<file path="config.mk">
export PLATFORM = sky130hd
export DESIGN_NAME = mac_table
export DESIGN_NICKNAME = d
export VERILOG_FILES = /design/src/hw/sw_pkg.sv /design/src/hw/mac_table.sv
export VERILOG_INCLUDE_DIRS = /design/src /design/src/hw
export SDC_FILE = /design/constraint.sdc
export NUM_CORES = 2
export LEC_CHECK = 0
export ABC_CLOCK_PERIOD_IN_PS = 5400
export BUFFER_PORTS_ARGS = -buffer_cell sky130_fd_sc_hd__buf_2
export CAP_MARGIN = 20
export CELL_PAD_IN_SITES_DETAIL_PLACEMENT = 0
export CELL_PAD_IN_SITES_GLOBAL_PLACEMENT = 2
export CORE_MARGIN = 2
export CORE_UTILIZATION = 45
export DETAILED_ROUTE_END_ITERATION = 8
export PLACE_DENSITY = 0.82
export SYNTH_ARGS = -nofsm -noshare
export SYNTH_HDL_FRONTEND = slang
export SYNTH_SLANG_ARGS = --single-unit
</file>
<file path="constraint.sdc">
create_clock -name clk -period 5.4 [get_ports clk]
set_input_delay 1.08 -clock clk [delete_from_list [all_inputs] [get_ports clk]]
set_output_delay 1.08 -clock clk [all_outputs]
set_load 0.01 [all_outputs]
</file>
<file path="src/hw/sw_macros.svh">
//**************************************************************************
// Switch sizing macros: port count, MAC table entries, buffer depths
// and the widths of beats and statistics counters
//**************************************************************************

`ifndef SW_MACROS_SVH
`define SW_MACROS_SVH

`define SW_NUM_PORTS    4
`define SW_MAC_ENTRIES  16

// Ingress buffering per port
`define SW_FIFO_DEPTH   32
`define SW_HDR_DEPTH    4

`define SW_DATA_W       32
`define SW_CNT_W        16

`endif

</file>
<file path="src/hw/sw_pkg.sv">
//**************************************************************************
// Switch package: vector typedefs and the scheduler state encoding
//**************************************************************************

`include "sw_macros.svh"

package sw_pkg;

    typedef logic [47:0]                        mac_addr_t;
    typedef logic [`SW_DATA_W-1:0]              data_t;
    typedef logic [`SW_NUM_PORTS-1:0]           port_mask_t;  // One bit per port
    typedef logic [$clog2(`SW_NUM_PORTS)-1:0]   port_idx_t;
    typedef logic [`SW_CNT_W-1:0]               count_t;

    typedef enum logic [1:0] {
        SCHED_IDLE,
        SCHED_DECIDE,
        SCHED_STREAM,
        SCHED_DRAIN     // Empty mask, frame is discarded
    } sched_state_t;

endpackage

</file>
<file path="src/hw/mac_table.sv">
//**************************************************************************
// MAC address table: parallel lookup, learning with update or append,
// and the count of learned addresses
//**************************************************************************

`timescale 1ns/1ps
`include "sw_macros.svh"

module mac_table (
    input  logic              clk,
    input  logic              rst_n,
    input  sw_pkg::mac_addr_t lookup_mac_i,
    output logic              hit_o,
    output sw_pkg::port_idx_t hit_port_o,
    input  logic              learn_i,
    input  sw_pkg::mac_addr_t learn_mac_i,
    input  sw_pkg::port_idx_t learn_port_i,
    output sw_pkg::count_t    learned_o
);

    localparam int IDX_W = $clog2(`SW_MAC_ENTRIES);

    sw_pkg::mac_addr_t          entry_mac  [`SW_MAC_ENTRIES];
    sw_pkg::port_idx_t          entry_port [`SW_MAC_ENTRIES];
    logic [`SW_MAC_ENTRIES-1:0] entry_valid;
    logic [`SW_MAC_ENTRIES-1:0] lookup_hit;
    logic [`SW_MAC_ENTRIES-1:0] learn_hit;
    logic [IDX_W-1:0]           free_idx;
    logic                       table_full;
    logic                       append;

    always_comb begin
        hit_port_o = '0;
        for (int i = 0; i < `SW_MAC_ENTRIES; i++) begin
            lookup_hit[i] = entry_valid[i] && (entry_mac[i] == lookup_mac_i);
            learn_hit[i]  = entry_valid[i] && (entry_mac[i] == learn_mac_i);
            if (lookup_hit[i]) hit_port_o = entry_port[i];
        end
    end

    assign hit_o = |lookup_hit;

    // Entries fill in order, so the count points at the next free slot
    assign table_full = learned_o == sw_pkg::count_t'(`SW_MAC_ENTRIES);
    assign free_idx   = learned_o[IDX_W-1:0];
    assign append     = learn_i && !(|learn_hit) && !table_full;  // Full table stops learning

    always_ff @(posedge clk or negedge rst_n) begin
        if (!rst_n) begin
            entry_valid <= '0;
            learned_o   <= '0;
        end else if (append) begin
            entry_valid[free_idx] <= 1'b1;
            learned_o             <= learned_o + 1'b1;
        end
    end

    always_ff @(posedge clk) begin
        for (int i = 0; i < `SW_MAC_ENTRIES; i++) begin
            if (learn_i && learn_hit[i]) entry_port[i] <= learn_port_i;  // Station moved
        end
        if (append) begin
            entry_mac[free_idx]  <= learn_mac_i;
            entry_port[free_idx] <= learn_port_i;
        end
    end

    // Learning never creates a duplicate address
    a_unique_hit: assert property (@(posedge clk) disable iff (!rst_n)
        $onehot0(lookup_hit));

endmodule

</file>
======== Word-level counts from Yosys, hierarchy flattened ========
Memories as Yosys holds them, arrays and structs flattened.
Index checks and enable logic that the tools add are counted.
storage, ports and cells
  output and inout port bits .............. 19
  memories kept ........................... 2
  ROM bits ................................ 0
  bits in latches ......................... 0
  bits in writable memories ............... 800
  flip-flop bits (word level) ............. 32
cells by class
  reductions and logical operators ........ 56
  shift operators ......................... 0
  bitwise operators ....................... 1
  muxes and demuxes ....................... 55
  magnitude comparators ................... 2
  multiply operators ...................... 0
  equal/unequal tests ..................... 33
  div/mod/pow operators ................... 0
  add/sub/neg operators ................... 1
memories
  memory      words  bits a word  rd ports  clocked after memory_dff  wr ports  RTL line         text
  entry_mac   16     48           16        0                         1         mac_table.sv:23  sw_pkg::mac_addr_t entry_mac [`SW_MAC_ENTRIES];
  entry_port  16     2            16        0                         16        mac_table.sv:24  sw_pkg::port_idx_t entry_port [`SW_MAC_ENTRIES];
operators by type and width
  cell                                                                          number
  48-bit equality test                                                          32
  1-bit logical AND                                                             51
  1-bit two-way mux                                                             36
  2-bit two-way mux                                                             17
  16-bit OR reduction                                                           2
  16-bit by 1-bit adder with 16-bit output, second input constant               1
  16-bit by 5-bit equality test with 1-bit output, second input constant        1
  16-bit bitwise OR                                                             1
  4-bit by 5-bit less-than comparator with 1-bit output, second input constant  1
  1-bit demux with 4-bit select                                                 1
  4-bit by 1-bit >= comparator with 1-bit output, second input constant         1
  4-bit two-way mux                                                             1
  1-bit zero test                                                               2
  2-bit OR reduction                                                            1

======== Logic depth before layout (Yosys ltp) ========
  word-level depth ........................ 18
  mapped depth ............................ 14

======== Worst setup path after synthesis ========
No wires, ideal clock.
  path kind ............................... in2reg
  start point ............................. input learn_mac_i[2]
  end point ............................... memory entry_mac[12][0] (netlist name) (enable)
  slack ................................... -89 ps
  data required time ...................... 4,946 ps
  stages .................................. 11
  path buffers ............................ 4
  setup time .............................. 454 ps
  arrival time ............................ 5,035 ps
  cells stage by stage .................... clkbuf_1 buf_2 xnor2_1 o2111ai_1 nor4_1 or4_1 nor2_1 buf_2 nand2_1 buf_2 nor2_1
on the way
  word-level cells in the longest chain between the ends .. 8
RTL lines
  what                                         RTL line         text
  start: declaration                           mac_table.sv:16  input sw_pkg::mac_addr_t learn_mac_i,
  48-bit equality test                         mac_table.sv:36  learn_hit[i] = entry_valid[i] && (entry_mac[i] == learn_mac_i);
  1-bit logical AND                            mac_table.sv:36
  16-bit OR reduction (*)                      mac_table.sv:46  assign append = learn_i && !(|learn_hit) && !table_full;
  1-bit zero test (*)                          mac_table.sv:46
  1-bit logical AND (*) (2 in series)          mac_table.sv:46
  1-bit two-way mux (*)                        mac_table.sv:62  if (append) begin
  1-bit two-way mux (not written as such) (*)  mac_table.sv:63  entry_mac[free_idx] <= learn_mac_i;
  end: declaration                             mac_table.sv:23
Mark *: on every way between the ends. The rest lies on a longest branch, timed or not.

======== Final worst setup path ========
  start point ............................. input lookup_mac_i[8]
  end point ............................... output hit_port_o[0]
on the way
  word-level cells in the longest chain between the ends .. 18
RTL lines
  what                              RTL line         text
  start: declaration                mac_table.sv:12  input sw_pkg::mac_addr_t lookup_mac_i,
  48-bit equality test              mac_table.sv:35  lookup_hit[i] = entry_valid[i] && (entry_mac[i] == lookup_mac_i);
  1-bit logical AND                 mac_table.sv:35
  2-bit two-way mux (15 in series)  mac_table.sv:37  if (lookup_hit[i]) hit_port_o = entry_port[i];
  2-bit two-way mux (*)             mac_table.sv:37
  end: declaration                  mac_table.sv:14  output sw_pkg::port_idx_t hit_port_o,
Marks and branches as above.

==> impl_metrics.json <==
{
  "dpl.cell_count": 4978,
  "maxCapViolations": 0,
  "synthFlopType": "edfxtp_1",
  "cp_data_arrival_time_ns": 4.30,
  "initial_core_util_pct": 45.5,
  "ys_ff_latch": 832,
  "worstSetupStartpoint": "lookup_mac_i[8]",
  "grt_use_met1_pct": 54.9,
  "power_frac_seq_pct": 44.6,
  "r2r_setup_slack_ns": 1.63,
  "critPathCaptureType": "output port",
  "vias": 32800,
  "grt_pass1_vias": 31300,
  "drv_slew": 0,
  "synth_fp_nets": 3563,
  "wl_mm": 205,
  "reg2regPathDepth": 13,
  "fin_tns_setup_ns": 0,
  "finalHoldViolations": 0,
  "ys_seq_area_share_pct": 56.2,
  "path_max_fanout": 6,
  "firstDrtPassIters": 6,
  "grt_max_degree": 49,
  "die_h_um": 317,
  "root_buffer": "clkbuf_16",
  "async_reset_ff_share_pct": 3.85,
  "grt.busiest_layer": "met2",
  "synthesis.instances": 3458,
  "hold_slack_ns": 0.495,
  "ir_drop_mv": 0.288,
  "coreArea_um2": 97000,
  "ys_warn_count": 0,
  "slew_headroom_pct": 35.7,
  "comb_power_share_pct": 19.1,
  "synth_cell_types": 65,
  "fin_cells": 5165,
  "insertion_delay_ns": 0.70,
  "power_frac_clock_pct": 36.3,
  "htreeDepth": 3,
  "crit_end": "hit_port_o[0]",
  "finalSetupViolations": 0,
  "num_rows": 114,
  "antenna_found_initial": 11,
  "die_w_um": 317,
  "tritoncts": "yes",
  "clock_skew_ns": 0.0261,
  "place_congestion": 1.01,
  "critPathKind": "input pin to output port",
  "fin_nets": 3906,
  "numCtsBuffers": 96,
  "placed_cell_area_um2": 49100,
  "numPortBuffers": 119,
  "die_area_um2": 101000,
  "pin_count": 120,
  "hp-class": "register to register",
  "met3_usage_pct": 10.8,
  "met2_usage_pct": 60.3,
  "cts.sinks": 832,
  "path_clk_slew_ns": 0.06,
  "power_mw": 18.7,
  "vias_per_cell": 6.36,
  "fin_crit_ns": 5.38,
  "dr.first_iter.drc_count": 5413,
  "syn_to_final_growth_pct": 18.8,
  "clock_path_buffers": 3,
  "grt-ovfl-total": 0,
  "rr_endpoint": "entry_mac[15][45]",
  "grt_pass1_wl_mm": 273,
  "wl_per_cell_um": 39.7,
  "max_freq_ghz": 0.186,
  "final_layout_size_suffix_gt1_share_pct": 16.7,
  "outcome": "completed",
  "final_area_um2": 52500,
  "hpwl_mm": 143,
  "p_leak_nw": 17.8,
  "avgSynthCellArea_um2": 12.8,
  "worstPathRequired_ns": 4.32,
  "finalCritPeriodShare_pct": 99.6,
  "power_density_nw_per_um2": 356,
  "start_kind": "input pin",
  "power.switching_mw": 5.70,
  "ant_nets": 0,
  "worst_slew_pin_slew_ns": 0.962,
  "swShare_pct": 30.5,
  "syn-cell-area_um2": 44200,
  "rr_startpoint": "entry_mac[6][0]",
  "drc_errors": 0,
  "internal_power_mw": 13.0,
  "synth_edf_count": 800,
  "grt.total_usage_pct": 40.7
}
## flip-flops by register name, indices dropped and copies added, names as in the netlist
name and cells:
entry_mac 768, entry_valid 16, entry_port 32, learned_o 16
## power by group through the flow
stage / clock network, mW / registers (mW) / logic, mW
floorplan: 0 / 8.33 / 1.78
global placement: 0 / 8.45 / 3.46
detailed placement: 0 / 8.45 / 3.44
CTS: 6.81 / 8.33 / 3.47
global route: 7.07 / 8.39 / 3.68
finish: 6.79 / 8.34 / 3.57
## Yosys cell counts (25+ instances only)
cell type / count / area, µm²
buf_2: 122 / 611
clkbuf_1: 64 / 240
dfrtp_1: 32 / 801
edfxtp_1: 800 / 24000
inv_1: 112 / 420
nand2_1: 51 / 191
nand2b_1: 37 / 231
nand3_1: 38 / 190
nand4_1: 203 / 1270
nor2_1: 53 / 199
nor2b_1: 25 / 156
nor3_1: 36 / 180
nor4_1: 207 / 1290
o22ai_1: 30 / 188
xnor2_1: 681 / 5960
xor2_1: 691 / 6050
## per-stage QoR
stage / setup WS [ns] / util [%]
2_1_floorplan: -0.0887 / -
3_3_place_gp: -0.799 / 50.6
3_5_place_dp: -0.282 / 50.6
4_1_cts: 0.00689 / 54.0
5_1_grt: -0.0183 / 54.1
6_report: 0.0200 / 54.1
## how the worst min path moves through the flow
stage                    from             end  slack (ns)  cells past startpoint
6_report        learned_o[15]   learned_o[15]        0.50                      1
5_1_grt         learned_o[10]   learned_o[10]        0.53                      1
4_1_cts         learned_o[15]   learned_o[15]        0.50                      1
3_5_place_dp    learned_o[15]   learned_o[15]        0.49                      1
3_3_place_gp    learned_o[15]   learned_o[15]        0.49                      1
2_1_floorplan  entry_valid[3]  entry_valid[3]        0.45                      1
## area by class of cell
class	count	area, µm²
clock inverter	54	606
fill	8387	44500
clock buffer	128	2610
tap	1276	1600
antenna	4	10.0
timing repair buffer	449	4210
inverter	121	462
sequential	832	24800
multi-input combinational	2301	18200
## timing repair
item	4_1_cts	5_1_grt
endpoints found under the setup margin	2	2
hold buffers	0	0
pin swaps	2	4
buffers inserted	0	2
gates resized for setup	18	26
## cell usage in the layout, fill, tap and decap left out, types with 12 or more instances in the layout
cell / synthesis / layout
edfxtp_1: 800 / 800
nor2_4: 0 / 15
dfrtp_1: 32 / 32
clkinv_1: 0 / 13
nand2_1: 51 / 51
buf_4: 3 / 244
nor3_1: 36 / 32
clkinv_2: 0 / 16
nor2b_1: 25 / 25
nand4_1: 203 / 203
o22ai_1: 30 / 30
a2111oi_0: 13 / 13
nor4_1: 207 / 197
o21bai_1: 16 / 16
xnor2_1: 681 / 679
clkbuf_16: 0 / 97
o221ai_1: 20 / 20
buf_12: 0 / 84
nor2_1: 53 / 38
o2111ai_1: 16 / 16
a221oi_1: 12 / 12
buf_2: 122 / 103
o21ai_1: 13 / 13
nand2b_1: 37 / 37
o21ai_0: 23 / 23
clkbuf_1: 64 / 24
nand3_1: 38 / 38
a22oi_1: 12 / 12
inv_1: 112 / 109
xor2_1: 691 / 691
## logic make-up after synthesis
group                    share of synthesized area [%]
flip-flops                                        56.2
multiplexers                                     0.187
AO/OA/AOI/OAI                                     3.93
buffers and inverters                             3.22
XOR/XNOR                                          27.2
adder cells (fa/ha/maj)                          0.113
AND/OR/NAND/NOR                                   9.11
## worst max-delay path, cell delays in order
cell and delay (ns):
buf_2 0.36, buf_4 0.27, xnor2_1 0.23, nand4_1 0.19
nor3_2 0.32, nand4_1 0.39, buf_4 0.28, nor3_2 0.17
nand3b_1 0.15, o2bb2ai_1 0.14, a21oi_1 0.10, o311ai_1 0.31
a32oi_1 0.14, buf_2 0.16
## per-layer routing
layer,vias to the layer above,share of wire (%)
met4,2,6.5
met1,16600,38
met2,2464,43
met5,-,0.0063
li1,13200,-
met3,549,13
(Power assumes the default switching activity.)
