--- src/hw/sw_macros.svh ---
//**************************************************************************
// Switch sizing macros: port count, MAC table entries, buffer depths
// and the widths of beats and statistics counters
//**************************************************************************

`ifndef SW_MACROS_SVH
`define SW_MACROS_SVH

`define SW_NUM_PORTS    4
`define SW_MAC_ENTRIES  16

// Ingress buffering per port
`define SW_FIFO_DEPTH   32
`define SW_HDR_DEPTH    4

`define SW_DATA_W       32
`define SW_CNT_W        16

`endif

--- src/hw/sw_pkg.sv ---
//**************************************************************************
// Switch package: vector typedefs and the scheduler state encoding
//**************************************************************************

`include "sw_macros.svh"

package sw_pkg;

    typedef logic [47:0]                        mac_addr_t;
    typedef logic [`SW_DATA_W-1:0]              data_t;
    typedef logic [`SW_NUM_PORTS-1:0]           port_mask_t;  // One bit per port
    typedef logic [$clog2(`SW_NUM_PORTS)-1:0]   port_idx_t;
    typedef logic [`SW_CNT_W-1:0]               count_t;

    typedef enum logic [1:0] {
        SCHED_IDLE,
        SCHED_DECIDE,
        SCHED_STREAM,
        SCHED_DRAIN     // Empty mask, frame is discarded
    } sched_state_t;

endpackage

--- src/hw/fwd_decide.sv ---
//**************************************************************************
// Forwarding decision: egress mask for group, known and unknown unicast
//**************************************************************************

`timescale 1ns/1ps

module fwd_decide (
    input  sw_pkg::mac_addr_t  dst_mac_i,
    input  sw_pkg::port_idx_t  ingress_i,
    input  logic               hit_i,
    input  sw_pkg::port_idx_t  hit_port_i,
    input  sw_pkg::port_mask_t port_enable_i,
    output sw_pkg::port_mask_t egress_mask_o
);

    sw_pkg::port_mask_t ingress_bit;
    sw_pkg::port_mask_t learned_bit;
    sw_pkg::port_mask_t rule_mask;

    assign ingress_bit = sw_pkg::port_mask_t'(1) << ingress_i;
    assign learned_bit = sw_pkg::port_mask_t'(1) << hit_port_i;

    always_comb begin
        if (dst_mac_i[40]) begin
            rule_mask = '1;                 // Group address, broadcast too
        end else if (hit_i) begin
            rule_mask = learned_bit;
        end else begin
            rule_mask = '1;                 // Unknown unicast floods
        end
    end

    // Removing the ingress port also filters a frame learned on its own port
    assign egress_mask_o = rule_mask & ~ingress_bit & port_enable_i;

endmodule

--- config.mk ---
export PLATFORM = sky130hd
export DESIGN_NAME = fwd_decide
export DESIGN_NICKNAME = d
export VERILOG_FILES = /design/src/hw/sw_pkg.sv /design/src/hw/fwd_decide.sv
export VERILOG_INCLUDE_DIRS = /design/src /design/src/hw
export SDC_FILE = /design/constraint.sdc
export NUM_CORES = 1
export LEC_CHECK = 0
export ABC_AREA = 1
export BUFFER_PORTS_ARGS = -buffer_cell sky130_fd_sc_hd__buf_2
export CORE_AREA = 2 2 39 41
export DETAILED_ROUTE_END_ITERATION = 8
export DIE_AREA = 0 0 41 43
export PLACE_DENSITY = 0.71
export SYNTH_ARGS = -nofsm -noshare
export SYNTH_HDL_FRONTEND = slang
export SYNTH_SLANG_ARGS = --single-unit
--- constraint.sdc ---
create_clock -name vclk -period 0.9
set_input_delay 0.18 -clock vclk [all_inputs]
set_output_delay 0.18 -clock vclk [all_outputs]
set_load 0.02 [all_outputs]
# After elaboration in Yosys (flattened, before gate mapping)
# Cells that the tools add are included.
# Widths: inputs -> output; s select.
# classes
n_shift,2
mux,2
n_bitwise,3
# op_table
operator,n
$and 4x4->4,2
$mux 4,2
$shl 1x2->4 const A,2
$not 4->4,1
# word_totals
elab_cells,7
in_bits,57
register_bits,0
out_inout_bits,4

# Logic depth before layout (Yosys ltp)
# Gate-level depths: netlist (run 1).
# logic_depth
depth_word,5
mapped_depth,4
mapped_depth_nobuf,4

# Least setup slack after synthesis (run 1)
# No wires, ideal clock.
# synth_path
path_type,input to output
from,in ingress_i[0]
to,out egress_mask_o[3]
cell_stages,3
t_required_ns,0.720
arrival_ns,0.607
n_path_buf,0
setup_slack_ns,0.113
path_cell_list,nand2_1 nand2_1 a21oi_1
# synth_between
elab_chain_len,4
# synth_rtl
item,line,source
start: declaration,fwd_decide.sv:9,"input sw_pkg::port_idx_t ingress_i,"
$shl 1x2->4,fwd_decide.sv:20,assign ingress_bit = sw_pkg::port_mask_t'(1) << ingress_i;
$not 4->4,fwd_decide.sv:34,assign egress_mask_o = rule_mask & ~ingress_bit & port_enable_i;
$and 4x4->4 (2 in series),fwd_decide.sv:34,
end: declaration,fwd_decide.sv:13,output sw_pkg::port_mask_t egress_mask_o
# No other way between the ends.

# Worst setup path after layout (run 1)
# layout_path
from,in hit_port_i[1]
to,out egress_mask_o[2]
# layout_between
elab_chain_len,5
# layout_rtl
item,line,source
start: declaration,fwd_decide.sv:11,"input sw_pkg::port_idx_t hit_port_i,"
$shl 1x2->4,fwd_decide.sv:21,assign learned_bit = sw_pkg::port_mask_t'(1) << hit_port_i;
$mux 4,fwd_decide.sv:26,end else if (hit_i) begin
$mux 4,fwd_decide.sv:24,if (dst_mac_i[40]) begin
$and 4x4->4 (2 in series),fwd_decide.sv:34,
# No other way between the ends.

==> results.md, run 1 <==
- Status: complete, no violations
- Die Area: 0.001763 mm²
- Internal: 0.06051 mW
- Post-DRT Antenna Nets: 0
- Slowest library cell on the worst path: buf_4
- Setup TNS: 0 ns
- Post-synth cell types: 6
- Via count: 189
- Leakage Power: 0.1469 nW
- Iter 0 DRT Violations: 1
- Area grow syn2layout: 143.9%
- Slew margin rel.: 91.56%
- DR WL/cell: 7.518 µm
- Avg Inst Size Synth: 3.946 µm²
- FF+latch count: 0
- # Post-CTS Setup Buffers: 0
- Worst path required time: 0.72 ns
- Cell Area, Synth: 102.6 µm²
- Fin. Hold Viols: 0
- Power Total: 0.1233 mW
- Fin crit period: 0.8694 ns
- Cells after synthesis: 26
- DPL Wire Length: 373.5 µm
- Cell Rows: 14
- Largest cells by area after synthesis: nor2_1 (37%), nand2_1 (26%), inv_1 (22%)
- Synth area leader: nor2_1
- Vias in the first global route: 159
- Hold Path Class: in -> out
- CP max stage delay: 0.14 ns
- Net Count, Synth: 83
- Sequential area share after synthesis: 0%
- GR Overflow Total: 0
- Clock Power Share: 0%
- Crit path arrival time: 0.69 ns
- Register area: 0 µm²
- Critical Path Source Type: input port
- Max Slew Vio Count: 0
- Placer Congestion: 0.6375
- Chip height: 43 µm
- Horiz. Die Dim: 41 µm
- Share of cells above drive strength 1: 60.00%
- Largest net degree at the start of global routing: 5
- Yosys warns: 0
- Setup crit end kind: output port
- Post-DP Area: 192.7 µm²
- Initial antenna violation count: 0
- Switching part of the total: 50.93%
- # nets final: 99
- Crit path kind: in -> out
- Most frequent cell on the critical path: nor2_2
- Total Wirelength: 421 µm
- VDD IR-drop max: 113.0 µV
- DRC Markers: 0
- Top cell type's share of synthesized area: 36.59%
- Total track usage: 4.196%
- Least-Margin Pin Slew: 0.1257 ns
- Num ports: 61
- P per Cell Area: 492.7 mW/mm²
- Core footprint: 0.001384 mm²
- DR pass1 iterations: 3
- Via/cell ratio: 3.375
- Post-CTS Hold Buffers: 0
- Fin Hold WS: 0.6905 ns
- Max-Cap Viols: 0
- Fmax: 1.150 GHz
- Initial Util: 7.414%
- Final setup viols: 0
- # clk buffers: 0
- Critical Path, Cell by Cell: buf_8 -> inv_2 -> nor2_2 -> nor2_2 -> nor2_1 -> buf_4
- Crit share post-route: 96.60%
- Port Buf Inserts: 14
- RSZ-0062 raised after global routing: true
- CP Max Fanout: 4
- Antenna cells: 0
- Post-route cell area: 250.2 µm²
- First-pass GRT wire length: 545 µm
- Sequential power share: 0%
- Comb pwr share: 100.0%
- Net Sw Power: 0.06279 mW
-- worst max-delay path: cells and delay by family --
kind,cells,cell delay (ns)
and+or+nand+nor,3,0.25
buffers and inverters,3,0.25
-- synth_stat cells --
master	instances
a21oi_1	1
inv_1	6
nand2_1	7
nand2_2	1
nor2_1	10
o21ai_0	1
-- repair_timing --
action,in CTS,in global routing
pin swaps,0,8
endpoints found under the setup margin,1,4
gates resized for setup,1,21
-- final timing paths --
check	depth (start not counted)	to	from	slack [ns]
hold / removal	4	egress_mask_o[1]	port_enable_i[1]	0.69
setup / recovery	6	egress_mask_o[2]	hit_port_i[1]	0.03
-- cell usage in the layout (no fill, tap or decap) --
master	n
nand2_1	7
buf_2	7
nor2_2	5
nor2_1	5
buf_4	4
inv_1	3
inv_2	3
buf_8	2
nand2_4	1
o21ai_1	1
a21oi_2	1
buf_6	1
-- through the flow --
stage | worst slack, ns | std cells | utilization (%)
2_1_floorplan | 0.1131 | 26 | -
3_3_place_gp | -0.005853 | 56 | 13.92
3_5_place_dp | 0.001336 | 56 | 13.92
4_1_cts | 0.006706 | 56 | 14.10
5_1_grt | -0.03099 | 56 | 18.08
6_report | 0.03056 | 56 | 18.08
-- layout make-up --
type	count	area, µm²
fillers	172	1134
repair buffers	14	106.4
multi-input cells	20	101.3
inverters	6	22.52
well taps	16	20.02
-- logic make-up after synthesis --
| family | after synthesis | synth area share [%] |
|---|---|---|
| AND/OR/NAND/NOR | 18 | 68.31 |
| buffers and inverters | 6 | 21.95 |
| AO/OA/AOI/OAI | 2 | 9.747 |
-- power groups by stage --
stage                     clock network [mW]  registers (mW)  logic (mW)
after floorplan                            0               0      0.0463
after global placement                     0               0      0.0892
after CTS                                  0               0      0.0944
after detailed placement                   0               0      0.0922
final                                      0               0       0.123
after global routing                       0               0       0.135
-- metal layers --
layer	vias up	GRT usage, %	routed length [µm]
met2	8	7.500	210
met4	0	0	0
li1	103	-	-
met1	78	5.696	165
met5	-	0	0
met3	0	0	44
(Power assumes the default switching activity.)
==> inputs of run 2 (changes only) <==
ABC_AREA = default   (was 1)
GPL_TIMING_DRIVEN = 0   (was default)
MAX_ROUTING_LAYER = met4   (was default)
PLACE_DENSITY = 0.7   (was 0.71)
==> run 2 against run 1 <==
Against the previous run: the flow now finishes with violations (setup timing); combinational power is 3% higher; final cell count is 27% lower; area after synthesis is 13% lower; worst setup slack worse by 0.099 ns; sequential share of layout area stayed put; cell area is 3.5% lower; hold slack better by 0.0010 ns; sequential cell count stayed put; global-route usage is 0.51 points higher; fmax is 10% lower; largest power group unchanged.
==> results.md, run 2 <==
- Post-synthesis adder-cell area fraction: 0%
- CP startpoint: dst_mac_i[40]
- Hold Path Class: in -> out
- Share of cells above drive strength 1: 76.00%
- Post-synth cell types: 7
- Iter 0 DRT Violations: 0
- Synth Area in XOR/XNOR: 0%
- Worst path required time: 0.72 ns
- Top cell type's share of synthesized area: 25.35%
- GR Overflow Total: 0
- Fin. Hold Viols: 0
- Status: finished, violations left
- Via/cell ratio: 3.634
- Cell Area, Synth: 88.84 µm²
- Util after Layout: 17.45%
- Most frequent cell on the critical path: buf_6
- Least-Margin Pin Slew: 0.1319 ns
- Critical Path Stages: 4
- RSZ-0062 raised after global routing: true
- # Post-CTS Setup Buffers: 0
- Fmax: 1.032 GHz
- Critical Path, Cell by Cell: buf_6 -> nand2b_4 -> o221a_2 -> buf_6
- Horiz. Die Dim: 41 µm
- Crit share post-route: 107.6%
- Initial Util: 6.420%
- Cells after synthesis: 11
- Mux cell area share after synthesis: 0%
- Compound-Gate Fraction of Synth Area: 50.70%
- CP Max Fanout: 4
- CP Capture Point: egress_mask_o[0]
- Largest cells by area after synthesis: o221a_1 (25%), o221a_2 (25%), nand2b_4 (15%)
- Crit path arrival time: 0.79 ns
- Largest net degree at the start of global routing: 5
- Antenna cells: 0
- Register area: 0 µm²
- Avg Inst Size Synth: 8.076 µm²
- VDD IR-drop max: 156.2 µV
- Crit path kind: in -> out
- Area grow syn2layout: 171.8%
- Simple-gate area share of the yosys netlist: 40.85%
- Leakage Power: 0.1204 nW
- Final worst slack: -0.06870 ns
- Via count: 149
- FF+latch count: 0
- Yosys warns: 0
- Fin Hold WS: 0.6915 ns
- Max Slew Vio Count: 0
- Vias in the first global route: 144
- Largest family of logic cells by synthesized area: compound AO/OA/AOI/OAI gates
- CP max stage delay: 0.25 ns
- DR pass1 iterations: 1
- Final setup viols: 4
- Die Area: 0.001763 mm²
- Fillcell total: 152
- CP bufs+invs: 2
- Setup crit end kind: output port
- Total track usage: 4.708%
- Failing checks: setup timing
- First-pass GRT wire length: 579 µm
- # clk buffers: 0
- P per Cell Area: 525.3 mW/mm²
- Total Wirelength: 409 µm
- CP top delay family: compound AO/OA/AOI/OAI gates
- Initial antenna violation count: 0
- Most frequent cells after synthesis: inv_1 (2), nor2b_1 (2), o221a_1 (2), o221a_2 (2)
- Slowest library cell on the worst path: o221a_2
- Slew margin rel.: 91.19%
- Core footprint: 0.001384 mm²
- Sequential area share after synthesis: 0%
- DR WL/cell: 9.976 µm
- Leading cell types in the layout, fill and taps excluded: buf_6 (7), buf_2 (7), inv_1 (2), o221a_1 (2)
- Post-DRT Antenna Nets: 0
- Chip height: 43 µm
- Critical Path Source Type: input port
- Port Buf Inserts: 14
- Placer Congestion: 0.5652
- Cell Rows: 14
- Net Count, Synth: 68
- DRC Markers: 0
- # nets final: 84
- Synth area leader: o221a_1
- Num ports: 61
- Max-Cap Viols: 0
- Fin crit period: 0.9687 ns
run 2: cell types whose count changed after synthesis, moves of 2 or more:
| cell | before | now |
|---|---|---|
| o221a_1 | 0 | 2 |
| inv_1 | 6 | 2 |
| nand2_1 | 7 | 0 |
| nor2_1 | 10 | 1 |
| o221a_2 | 0 | 2 |
| nor2b_1 | 0 | 2 |
run 2: repair_timing:
item / in CTS / in global routing
endpoints found under the hold margin: 0 / 0
pin swaps: 4 / 0
gates resized for setup: 15 / 0
hold buffers: 0 / 0
setup endpoints to repair: 4 / 4
run 2: stage by stage:
stage | std cells | area [µm²] | setup slack (ns) | power, mW | setup TNS, ns
floorplan | 11 | 88.84 | 0.1090 | 0.04671 | 0
global placement | 41 | 178.9 | -0.08789 | 0.08793 | -0.3169
detailed placement | 41 | 178.9 | -0.1022 | 0.09096 | -0.3693
CTS | 41 | 241.5 | -0.06940 | 0.1274 | -0.2517
global route | 41 | 241.5 | -0.08332 | 0.1347 | -0.3291
finish | 41 | 241.5 | -0.06870 | 0.1268 | -0.2456
run 2: worst min path at each step:
stage	start	end	slack (ns)	cells after the start
after global routing	port_enable_i[0]	egress_mask_o[0]	0.70	3
after floorplan	port_enable_i[0]	egress_mask_o[0]	0.51	1
after detailed placement	port_enable_i[0]	egress_mask_o[0]	0.71	3
after CTS	port_enable_i[1]	egress_mask_o[1]	0.69	3
after global placement	port_enable_i[2]	egress_mask_o[2]	0.72	3
final	port_enable_i[1]	egress_mask_o[1]	0.69	3
run 2: layer usage:
| layer | global-route usage, % | share of wire, % |
|---|---|---|
| met5 | - | 0 |
| met2 | 7.187 | 36 |
| met1 | 6.962 | 48 |
| met4 | 0 | 0 |
| met3 | 0.5236 | 16 |
run 2: where the power goes:
group          total, mW  switching [mW]  internal, mW
Combinational      0.127          0.0530        0.0738
Sequential             0               0             0
Clock                  0               0             0
run 2: cell type report:
| type | instances | area [µm²] | area share [%] |
|---|---|---|---|
| Timing Repair Buffer | 14 | 113.9 | 47.15 |
| Multi-Input combinational cell | 9 | 100.1 | 41.45 |
| Tap cell | 16 | 20.02 | 8.290 |
| Inverter | 2 | 7.507 | 3.109 |
run 2: logic make-up after synthesis:
| family | after synthesis |
|---|---|
| simple gates | 5 |
| compound gates | 4 |
| buf+inv | 2 |
