`config.mk`:
```
export PLATFORM = sky130hd
export DESIGN_NAME = ingress_buffer
export DESIGN_NICKNAME = d
export VERILOG_FILES = /design/src/hw/sw_pkg.sv /design/src/hw/ingress_buffer.sv
export VERILOG_INCLUDE_DIRS = /design/src /design/src/hw
export SDC_FILE = /design/constraint.sdc
export NUM_CORES = 1
export LEC_CHECK = 0
export ABC_AREA = 1
export ABC_CLOCK_PERIOD_IN_PS = 6600
export BUFFER_PORTS_ARGS = -buffer_cell sky130_fd_sc_hd__buf_2
export CORE_UTILIZATION = 35
export CTS_CLUSTER_SIZE = 10
export DETAILED_ROUTE_END_ITERATION = 12
export MAX_ROUTING_LAYER = met4
export SYNTH_ARGS = -nofsm -noshare
export SYNTH_HDL_FRONTEND = slang
export SYNTH_SLANG_ARGS = --single-unit
```
`constraint.sdc`:
```
create_clock -name clk -period 6.6 [get_ports clk]
set_input_delay 0.66 -clock clk [delete_from_list [all_inputs] [get_ports clk]]
set_output_delay 0.66 -clock clk [all_outputs]
set_load 0.01 [all_outputs]
```
`src/hw/sw_macros.svh`:
```
//**************************************************************************
// Switch sizing macros: port count, MAC table entries, buffer depths
// and the widths of beats and statistics counters
//**************************************************************************

`ifndef SW_MACROS_SVH
`define SW_MACROS_SVH

`define SW_NUM_PORTS    4
`define SW_MAC_ENTRIES  16

// Ingress buffering per port
`define SW_FIFO_DEPTH   32
`define SW_HDR_DEPTH    4

`define SW_DATA_W       32
`define SW_CNT_W        16

`endif

```
`src/hw/sw_pkg.sv`:
```
//**************************************************************************
// Switch package: vector typedefs and the scheduler state encoding
//**************************************************************************

`include "sw_macros.svh"

package sw_pkg;

    typedef logic [47:0]                        mac_addr_t;
    typedef logic [`SW_DATA_W-1:0]              data_t;
    typedef logic [`SW_NUM_PORTS-1:0]           port_mask_t;  // One bit per port
    typedef logic [$clog2(`SW_NUM_PORTS)-1:0]   port_idx_t;
    typedef logic [`SW_CNT_W-1:0]               count_t;

    typedef enum logic [1:0] {
        SCHED_IDLE,
        SCHED_DECIDE,
        SCHED_STREAM,
        SCHED_DRAIN     // Empty mask, frame is discarded
    } sched_state_t;

endpackage

```
`src/hw/ingress_buffer.sv`:
```
//**************************************************************************
// Ingress buffer for one port: beat FIFO with eof flags, header queue
// written on sof beats, and the rx valid/ready handshake
//**************************************************************************

`timescale 1ns/1ps
`include "sw_macros.svh"

module ingress_buffer (
    input  logic              clk,
    input  logic              rst_n,
    input  logic              rx_valid_i,
    output logic              rx_ready_o,
    input  logic              rx_sof_i,
    input  logic              rx_eof_i,
    input  sw_pkg::data_t     rx_data_i,
    input  sw_pkg::mac_addr_t rx_dst_i,
    input  sw_pkg::mac_addr_t rx_src_i,
    output logic              hdr_valid_o,
    output sw_pkg::mac_addr_t hdr_dst_o,
    output sw_pkg::mac_addr_t hdr_src_o,
    input  logic              hdr_pop_i,
    output logic              beat_valid_o,
    output sw_pkg::data_t     beat_data_o,
    output logic              beat_eof_o,
    input  logic              beat_pop_i
);

    localparam int BEAT_AW = $clog2(`SW_FIFO_DEPTH);
    localparam int HDR_AW  = $clog2(`SW_HDR_DEPTH);

    sw_pkg::data_t     beat_mem [`SW_FIFO_DEPTH];
    logic              eof_mem  [`SW_FIFO_DEPTH];
    sw_pkg::mac_addr_t dst_mem  [`SW_HDR_DEPTH];
    sw_pkg::mac_addr_t src_mem  [`SW_HDR_DEPTH];

    logic [BEAT_AW:0] beat_wr_ptr;  // MSB separates full from empty
    logic [BEAT_AW:0] beat_rd_ptr;
    logic [HDR_AW:0]  hdr_wr_ptr;
    logic [HDR_AW:0]  hdr_rd_ptr;
    logic             beat_full;
    logic             hdr_full;
    logic             beat_push;
    logic             hdr_push;

    assign beat_full = (beat_wr_ptr - beat_rd_ptr) == (BEAT_AW + 1)'(`SW_FIFO_DEPTH);
    assign hdr_full  = (hdr_wr_ptr - hdr_rd_ptr) == (HDR_AW + 1)'(`SW_HDR_DEPTH);

    // A sof beat also needs room in the header queue
    assign rx_ready_o = !beat_full && !(rx_sof_i && hdr_full);
    assign beat_push  = rx_valid_i && rx_ready_o;
    assign hdr_push   = beat_push && rx_sof_i;

    always_ff @(posedge clk or negedge rst_n) begin
        if (!rst_n) begin
            beat_wr_ptr <= '0;
            beat_rd_ptr <= '0;
            hdr_wr_ptr  <= '0;
            hdr_rd_ptr  <= '0;
        end else begin
            if (beat_push) beat_wr_ptr <= beat_wr_ptr + 1'b1;
            if (beat_pop_i) beat_rd_ptr <= beat_rd_ptr + 1'b1;
            if (hdr_push) hdr_wr_ptr <= hdr_wr_ptr + 1'b1;
            if (hdr_pop_i) hdr_rd_ptr <= hdr_rd_ptr + 1'b1;
        end
    end

    always_ff @(posedge clk) begin
        if (beat_push) begin
            beat_mem[beat_wr_ptr[BEAT_AW-1:0]] <= rx_data_i;
            eof_mem[beat_wr_ptr[BEAT_AW-1:0]]  <= rx_eof_i;
        end
        if (hdr_push) begin
            dst_mem[hdr_wr_ptr[HDR_AW-1:0]] <= rx_dst_i;
            src_mem[hdr_wr_ptr[HDR_AW-1:0]] <= rx_src_i;
        end
    end

    assign beat_valid_o = beat_wr_ptr != beat_rd_ptr;
    assign beat_data_o  = beat_mem[beat_rd_ptr[BEAT_AW-1:0]];
    assign beat_eof_o   = eof_mem[beat_rd_ptr[BEAT_AW-1:0]];
    assign hdr_valid_o  = hdr_wr_ptr != hdr_rd_ptr;  // Same cycle as its sof beat
    assign hdr_dst_o    = dst_mem[hdr_rd_ptr[HDR_AW-1:0]];
    assign hdr_src_o    = src_mem[hdr_rd_ptr[HDR_AW-1:0]];

    // Scheduler only takes what the buffer presents
    a_beat_pop: assert property (@(posedge clk) disable iff (!rst_n)
        beat_pop_i |-> beat_valid_o);
    a_hdr_pop: assert property (@(posedge clk) disable iff (!rst_n)
        hdr_pop_i |-> hdr_valid_o);
    // Occupancy stays within the storage
    a_no_overflow: assert property (@(posedge clk) disable iff (!rst_n)
        ((beat_wr_ptr - beat_rd_ptr) <= (BEAT_AW + 1)'(`SW_FIFO_DEPTH)) &&
        ((hdr_wr_ptr - hdr_rd_ptr) <= (HDR_AW + 1)'(`SW_HDR_DEPTH)));

endmodule

```
After elaboration in Yosys (flattened, before gate mapping)
Memories as Yosys holds them, arrays and structs flattened.
Cells that the tools add are included.
- eq/ne operators: 4
- muxes and demuxes: 4
- reductions and logical operators: 6
- add/sub/neg operators: 6
- operators with widths (kind ; number):
    $add A6 B1 Y6 const B ; 2
    $add A3 B1 Y3 const B ; 2
    $eq A6 B6 Y1 const B ; 1
    $ne A6 B6 Y1 ; 1
    $sub A6 B6 Y6 ; 1
    $logic_and A1 B1 Y1 ; 4
    $mux W1 ; 4
    $eq A3 B3 Y1 const B ; 1
    $ne A3 B3 Y1 ; 1
    $sub A3 B3 Y3 ; 1
    $logic_not A1 Y1 ; 2
- memories kept: 4
- output and inout port bits: 132
- flip-flop bits (word level): 18
- word-level logic and storage cells: 28
- RAM bits: 1440
- bits of input ports: 135
- memory list (name ; depth ; width ; read ports ; clocked after Yosys merged registers in ; wr ports ; RTL line ; RTL):
    beat_mem ; 32 ; 32 ; 1 ; 0 ; 1 ; ingress_buffer.sv:32 ; sw_pkg::data_t beat_mem [`SW_FIFO_DEPTH];
    dst_mem ; 4 ; 48 ; 1 ; 0 ; 1 ; ingress_buffer.sv:34 ; sw_pkg::mac_addr_t dst_mem [`SW_HDR_DEPTH];
    src_mem ; 4 ; 48 ; 1 ; 0 ; 1 ; ingress_buffer.sv:35 ; sw_pkg::mac_addr_t src_mem [`SW_HDR_DEPTH];
    eof_mem ; 32 ; 1 ; 1 ; 0 ; 1 ; ingress_buffer.sv:33 ; logic eof_mem [`SW_FIFO_DEPTH];

Depth between registers and ports, before layout
Gate-level depths: netlist (run 1).
- depth after elaboration: 9
- mapped depth: 17
- mapped depth without buffers: 14

Least setup slack after synthesis (run 1)
No wires, ideal clock.
- path kind: reg2reg
- from: register hdr_rd_ptr[1]
- to: memory dst_mem[3][0] (netlist name) (enable)
- arrival time: 6.093 ns
- path slack: -0.045 ns
- period minus slack after synthesis: 6.645 ns
- data required time: 6.049 ns
- cell stages (with the launch flop): 14
- library setup time: 0.551 ns
- cell sequence: dfrtp_1 -> inv_1 -> clkbuf_1 -> clkbuf_1 -> ha_1 -> inv_1 -> nor2_1 -> nor2_1 -> xor2_1 -> nor2_1 -> inv_1 -> nand3_1 -> buf_2 -> nor2_1
- cells in the longest elaborated chain, start to end: 9
- ends and longest elaborated chain (item ; RTL line ; RTL):
    from (decl) ; ingress_buffer.sv:40 ; logic [HDR_AW:0] hdr_rd_ptr;
    from (signal assigned) ; ingress_buffer.sv:64 ; if (hdr_pop_i) hdr_rd_ptr <= hdr_rd_ptr + 1'b1;
    $sub A3 B3 Y3 ; ingress_buffer.sv:47 ; assign hdr_full = (hdr_wr_ptr - hdr_rd_ptr) == (HDR_AW + 1)'(`SW_HDR_DEPTH);
    $eq A3 B3 Y1 ; ingress_buffer.sv:47 ;
    $logic_and A1 B1 Y1 ; ingress_buffer.sv:50 ; assign rx_ready_o = !beat_full && !(rx_sof_i && hdr_full);
    $logic_not A1 Y1 ; ingress_buffer.sv:50 ;
    $logic_and A1 B1 Y1 ; ingress_buffer.sv:50 ;
    $logic_and A1 B1 Y1 ; ingress_buffer.sv:51 ; assign beat_push = rx_valid_i && rx_ready_o;
    $logic_and A1 B1 Y1 ; ingress_buffer.sv:52 ; assign hdr_push = beat_push && rx_sof_i;
    $mux W1 ; ingress_buffer.sv:73 ; if (hdr_push) begin
    $mux W1 (implied by the code) ; ingress_buffer.sv:74 ; dst_mem[hdr_wr_ptr[HDR_AW-1:0]] <= rx_dst_i;
    to (decl) ; ingress_buffer.sv:34 ;
Every way passes these cells.

Worst setup path in the final report (run 1)
- from: register beat_rd_ptr[0]
- to: output port beat_data_o[31]
- cells in the longest elaborated chain, start to end: 1
- ends and longest elaborated chain (item ; RTL line ; RTL):
    from (decl) ; ingress_buffer.sv:38 ; logic [BEAT_AW:0] beat_rd_ptr;
    from (signal assigned) ; ingress_buffer.sv:62 ; if (beat_pop_i) beat_rd_ptr <= beat_rd_ptr + 1'b1;
    $mem_v2 Z32 W32 ; - ;
    to (decl) ; ingress_buffer.sv:24 ; output sw_pkg::data_t beat_data_o,
Every way passes these cells.

==> reports/metrics.csv, run 1 <==
stage,metric,value,unit
worst_hold_path,min_from,rx_dst_i[27],
global_route,antenna_found_initial,35,
clocking,cts.clk_slew.worst_paths,0.05,ns
logic_synthesis,synth_fp_nets,4335,
pwr,ir_drop,0.579,mV
drt,drtAntennaViolNets,0,
logic_synthesis,synth-edff-count,1440,
global_route,grt_pass1_wl,221000,µm
drt,route.detailed.drc,0,
logic_synthesis,synth.largest_area_cell,edfxtp_1,
sta,final.setup.tns,0,ns
clocking,cts_htree_levels,4,
floorplanning,fp.coreArea,0.161,mm²
clocking,cts-resized-gates,0,
logic_synthesis,yosysTopAreaCellShare,76.2,%
worst_setup_path,crit_fanout,207,
global_route,grt_start_max_net_pins,227,
drt,wl_per_cell,22.6,µm
drt,vias,35300,
drt,viasPerCell,5.30,
sta,fmax,204,MHz
logic_synthesis,synthTopCellsByArea,"edfxtp_1 (76%), o21ai_0 (6.0%), nor2_1 (5.6%)",
drt,drtIter0Drc,3449,
worst_setup_path,reg2reg_from,beat_rd_ptr[3],
logic_synthesis,syn-cell-area,0.0568,mm²
worst_setup_path,crit_buf_inv,4,
sta,hold_viol_final,0,
drt,routed_wl,151000,µm
sta,relSlewSlack,27.4,%
pwr,power.density,445,mW/mm²
sta,tightestPinTransition,1.09,ns
clocking,cts_buffers,166,
pwr,power.leakage,21.1,nW
worst_setup_path,crit_arrival,4.25,ns
sta,slew_viol_final,0,
clocking,cts_tree,built,
worst_setup_path,start_kind,flip-flop,
worst_setup_path,critical_path_class,flip-flop to output pin,
sta,finClkSkew,0.0424,ns
worst_hold_path,hold_path_class,input pin to flip-flop,
outcome,status,"complete, no violations",
sta,min_period_over_period,74.4,%
clocking,root_buffer,clkbuf_16,
worst_setup_path,worstPathCellList,"inv_16, buf_12, o21ai_0, o22ai_1, nand2_1, nand4_1, nand2_1, inv_1, buf_2",
sta,setup_viol,0,
place,port_buffers,266,
worst_setup_path,slowest_stage,dfrtp_4,
place,dp_hpwl,83800,µm
layout,layout.nets,4581,
logic_synthesis,syn_area_per_cell,13.6,µm²
worst_hold_path,min_path_cells,1,
worst_setup_path,critPathMaxStageDelay,0.79,ns
sta,final.min_clock_period,4.91,ns
clocking,clock_path_buffers,3,
worst_setup_path,r2r_end,dst_mem[2][40],
place,place.gp.congestion,0.800,
global_route,grtUsageTotal,18.6,%
logic_synthesis,syn_inst,4183,
logic_synthesis,synthMostInstantiatedCell,edfxtp_1,
sta,holdWs,0.0894,ns
floorplanning,row_count,147,
drt,first_pass_iters,6,
floorplanning,die_x,405,µm
floorplanning,die-height,405,µm
worst_setup_path,worstPathRequired,5.94,ns
clocking,clk_latency,0.79,ns
worst_setup_path,ff2ff_path_depth,13,
logic_synthesis,synthTopCellsByCount,"edfxtp_1 (1440), nor2_1 (848), o21ai_0 (684)",
logic_synthesis,ys_ff_latch,1458,
floorplanning,start_util,35.3,%
logic_synthesis,ys.warnings.count,0,
sta,rsz0062_at_grt,no,
worst_setup_path,end_kind,output pin,
global_route,grt_pass1_vias,34100,
layout,syn2layout_area_growth,15.1,%
logic_synthesis,ys_seq_area_share,76.9,%
logic_synthesis,synth_flop_cell,edfxtp_1,
clocking,post_cts_buffers,0,
worst_setup_path,critPathTopFamily,buffers and inverters,
flow_run,drv_cap,0,
logic_synthesis,ys_types,28,
global_route,overflow,0,
worst_setup_path,crit_top_cell,nand2_1,
floorplanning,dieArea,0.164,mm²
floorplanning,design.portCount,267,
layout,drive_gt1_share,13.5,%
logic_synthesis,async_flop_share,1.23,%
worst_setup_path,r2r_slack,2.30,ns
clocking,cts_sinks,1458,
worst_hold_path,min_to,dst_mem[0][27],
through the flow:
| stage | util (%) | power, mW | setup slack [ns] | area [µm²] | instances |
|---|---|---|---|---|---|
| after floorplan | - | 17.4 | 0.0569 | 56800 | 4183 |
| after global placement | 37.7 | 21.1 | 2.32 | 60700 | 6420 |
| after detailed placement | 37.7 | 21.2 | 2.27 | 60700 | 6420 |
| after CTS | 40.6 | 29.3 | 1.72 | 65300 | 6631 |
| after global routing | 40.7 | 30.6 | 1.45 | 65400 | 6658 |
| final | 40.7 | 29.1 | 1.69 | 65400 | 6659 |
cell families after synthesis:
group | after synthesis | share of synthesized area, %
flops | 1458 | 76.9
fa+ha+maj | 17 | 0.375
buf+inv | 356 | 2.85
xor+xnor | 15 | 0.231
compound gates | 1129 | 11.1
simple gates | 1208 | 8.47
cells in the final DEF (no fill, tap or decap), drive strengths merged, types with 18 or more instances in the layout:
master / synthesis / final
nand4: 63 / 63
dfrtp: 18 / 18
o211ai: 113 / 113
nor3: 33 / 33
o22ai: 228 / 228
nand2: 203 / 203
buf: 113 / 363
nor2: 848 / 848
inv: 64 / 67
diode: 0 / 28
o21ai: 764 / 764
nand3: 60 / 60
o221ai: 19 / 19
clkbuf: 173 / 195
edfxtp: 1440 / 1440
metal layers:
metal	up-vias	GRT usage [%]	part of all wire, %	wire [µm]
met4	0	5.66	2.8	4200
met2	1398	27.8	46	69000
met1	17600	24.2	42	62700
met3	258	5.68	9.9	15000
li1	16000	-	-	-
met5	-	-	0	0
power breakdown:
part	switching, mW	internal [mW]	total (mW)
clock network	3.47	4.66	8.13
registers	0.425	10.9	11.4
logic	6.90	2.70	9.60
total	10.8	18.3	29.1
worst max-delay path by stage:
| stage | start | end | slack, ns | cells past startpoint |
|---|---|---|---|---|
| 2_1_floorplan | hdr_rd_ptr[1] | dst_mem[0][0] | 0.06 | 12 |
| 3_3_place_gp | beat_rd_ptr[3] | dst_mem[2][23] | 2.32 | 13 |
| 3_5_place_dp | beat_rd_ptr[3] | dst_mem[2][22] | 2.27 | 13 |
| 4_1_cts | beat_rd_ptr[0] | beat_data_o[31] | 1.72 | 9 |
| 5_1_grt | beat_rd_ptr[0] | beat_data_o[31] | 1.45 | 9 |
| 6_report | beat_rd_ptr[0] | beat_data_o[31] | 1.69 | 9 |
final cells by class:
cell class	count	area (µm²)
timing repair buffer	364	2290
tap	2160	2700
sequential	1458	43700
clock buffer	195	4370
antenna	28	70.1
clock inverter	15	251
multi-input combinational	2369	11700
fill	14800	95400
inverter	70	287
sequential cells by signal (all words and copies together) (netlist names):
register and cells:
eof_mem 32, beat_wr_ptr 6, src_mem 192, hdr_wr_ptr 3
beat_mem 1024, beat_rd_ptr 6, hdr_rd_ptr 3, dst_mem 192
repair_timing:
item | CTS | global route
hold buffers | 1 | 0
endpoints found under the hold margin | 18 | 0
setup endpoints to repair | 0 | 0
Note: power is estimated with default switching activity, not from simulation.
==> inputs of run 2 (changes only) <==
--- a/config.mk
+++ b/config.mk
@@ -7,7 +7,7 @@
 export NUM_CORES = 1
 export LEC_CHECK = 0
 export ABC_AREA = 1
-export ABC_CLOCK_PERIOD_IN_PS = 6600
+export ABC_CLOCK_PERIOD_IN_PS = 4030
 export BUFFER_PORTS_ARGS = -buffer_cell sky130_fd_sc_hd__buf_2
 export CORE_UTILIZATION = 35
 export CTS_CLUSTER_SIZE = 10
==> constraint.sdc (replaced) <==
create_clock -name clk -period 4.03 [get_ports clk]
set_input_delay 0.403 -clock clk [delete_from_list [all_inputs] [get_ports clk]]
set_output_delay 0.403 -clock clk [all_outputs]
set_load 0.01 [all_outputs]
==> run 2 against run 1 <==
Against the previous run:
- final area grew 2.7%
- sequential share of layout area shrank 1.7 points
- die area is the same
- clock power grew 66%
- largest power group unchanged
- highest routed layer unchanged
- final cell count grew 1.9%
- largest cell class unchanged
==> reports/metrics.csv, run 2 (same netlist as run 1, synthesis figures left out) <==
stage,metric,value,unit
sta,hold_viol_final,0,
clocking,clock_path_buffers,3,
floorplanning,start_util,35.3,%
worst_setup_path,worstPathCellList,"buf_16, buf_6, o21ai_0, o22ai_1, buf_4, nand2_1, nand4_1, nand2_1, inv_1, buf_2",
pwr,pwr-share-seq,37.5,%
worst_setup_path,slowest_stage,dfrtp_4,
layout,finish.instance_area,0.0671,mm²
global_route,overflow,0,
pwr,internal_power,30.5,mW
sta,holdWs,0.124,ns
global_route,antenna_found_initial,15,
sta,setup_viol,0,
layout,final_common_cell,edfxtp_1,
sta,slew_viol_final,0,
pwr,ir_drop,0.678,mV
clocking,cts_tree,built,
drt,routed_wl,155000,µm
pwr,power.density,728,mW/mm²
drt,route.detailed.drc,0,
worst_setup_path,crit_buf_inv,5,
place,post_dp_cell_area,0.0613,mm²
clocking,cts_sinks,1458,
drt,wl_per_cell,22.8,µm
sta,worst_slack,0.168,ns
clocking,clk_latency,0.81,ns
layout,layout.nets,4717,
layout,layoutNonFillerInstCount,6784,
sta,final.setup.tns,0,ns
pwr,clock_power_share,27.6,%
worst_setup_path,critical_path_class,flip-flop to output pin,
clocking,cts.clk_slew.worst_paths,0.06,ns
worst_setup_path,r2r_slack,0.56,ns
clocking,cts_buffers,167,
global_route,grt_pass1_vias,34900,
outcome,status,"complete, no violations",
sta,final.min_clock_period,3.86,ns
place,dpl.cell_count,6449,
layout,largest_reg_flops,1024,
layout,drive_gt1_share,13.9,%
pwr,swShare,37.6,%
drt,drtIter0Drc,4009,
worst_setup_path,crit_arrival,3.46,ns
worst_setup_path,worstPathRequired,3.63,ns
pwr,finalPower,48.8,mW
worst_setup_path,critPathTopFamily,buffers and inverters,
sta,finClkSkew,0.0404,ns
sta,min_period_over_period,95.8,%
floorplanning,dieArea,0.164,mm²
drt,viasPerCell,5.35,
pwr,power_frac_comb,34.9,%
worst_setup_path,start_kind,flip-flop,
place,place.gp.congestion,0.826,
floorplanning,design.portCount,267,
sta,fmax,259,MHz
clocking,root_buffer,clkbuf_16,
drt,first_pass_iters,5,
floorplanning,row_count,147,
worst_setup_path,crit_fanout,126,
layout,final_util,41.7,%
clocking,cts_htree_levels,4,
drt,vias,36300,
sta,tightestPinTransition,1.13,ns
drt,drtAntennaViolNets,0,
floorplanning,fp.coreArea,0.161,mm²
pwr,power.leakage,22.0,nW
layout,final_cell_mix,"edfxtp_1 (1440), nor2_1 (843), o21ai_0 (684)",
global_route,grt_pass1_wl,227000,µm
worst_setup_path,critPathMaxStageDelay,0.62,ns
sta,rsz0062_at_grt,no,
pwr,switchingPower,18.4,mW
global_route,grt_start_max_net_pins,196,
layout,fill_cells,14700,
worst_setup_path,crit_top_cell,nand2_1,
floorplanning,die_x,405,µm
layout,syn2layout_area_growth,18.2,%
place,port_buffers,266,
worst_setup_path,end_kind,output pin,
global_route,grtUsageTotal,19.1,%
worst_hold_path,hold_path_class,input pin to flip-flop,
floorplanning,die-height,405,µm
flow_run,drv_cap,0,
place,pre_cts_ws,0.572,ns
sta,relSlewSlack,25.0,%
place,dp_hpwl,86900,µm
[run 2: changes by cell type in the layout (fill, tap and decap cells not counted), sizes merged, moves of 3 or more]
cell         before  now
clkinv           17   23
clkbuf          195  191
dlygate4sd3       1  102
buf             363  396
inv              67   70
diode            28   13
[run 2: path summary, 6_finish.rpt]
check / start / end / cells after the start
max: beat_rd_ptr[0] / beat_data_o[24] / 10
min: rx_data_i[4] / beat_mem[12][4] / 1
max reg2reg: beat_rd_ptr[2] / src_mem[2][8] / 13
min reg2reg: beat_rd_ptr[5] / beat_rd_ptr[5] / 1
max in group asynchronous: rst_n / beat_rd_ptr[0] / 2
min in group asynchronous: rst_n / beat_wr_ptr[1] / 2
[run 2: layout make-up]
type	instances	area, µm²	share of cell area [%]
diodes	13	32.5	0.0485
clock buffers	191	4310	6.42
clock inverters	24	397	0.591
inverters	70	299	0.446
multi-input cells	2369	11900	17.7
flip-flops and latches	1458	43700	65.1
well taps	2160	2700	4.03
repair buffers	498	3760	5.61
repair inverters	1	11.3	0.0168
[run 2: worst reg2reg max path: stages (launching register included)]
cell	delay, ns
dfrtp_4	0.63
inv_2	0.07
ha_1	0.38
inv_1	0.10
nand2_1	0.09
nand3_1	0.11
nand2_1	0.08
nand2_1	0.05
nand2_1	0.06
inv_1	0.05
nand2_1	0.12
nand4_1	0.40
nor2_4	0.71
buf_4	0.30
[run 2: layer usage]
metal / up-vias / share of wire, % / GRT usage (%)
met5: - / 0 / -
met2: 1558 / 46 / 28.7
met1: 18200 / 43 / 25.6
met4: 0 / 2.4 / 5.74
li1: 16300 / - / -
met3: 243 / 8.8 / 4.54
[run 2: power by group through the flow]
stage / clock (mW) / combinational [mW] / sequential, mW
floorplan: 0 / 10.1 / 18.5
global placement: 0 / 16.6 / 18.6
detailed placement: 0 / 16.7 / 18.6
CTS: 13.7 / 16.9 / 18.3
global route: 14.3 / 18.5 / 18.4
finish: 13.5 / 17.0 / 18.3
[run 2: timing repair]
item | in CTS | in global routing
buffers inserted | 0 | 4
gates cloned | 0 | 1
hold endpoints to repair | 415 | 0
gates resized for setup | 2 | 2
hold buffers | 102 | 0
setup endpoints to repair | 2 | 10
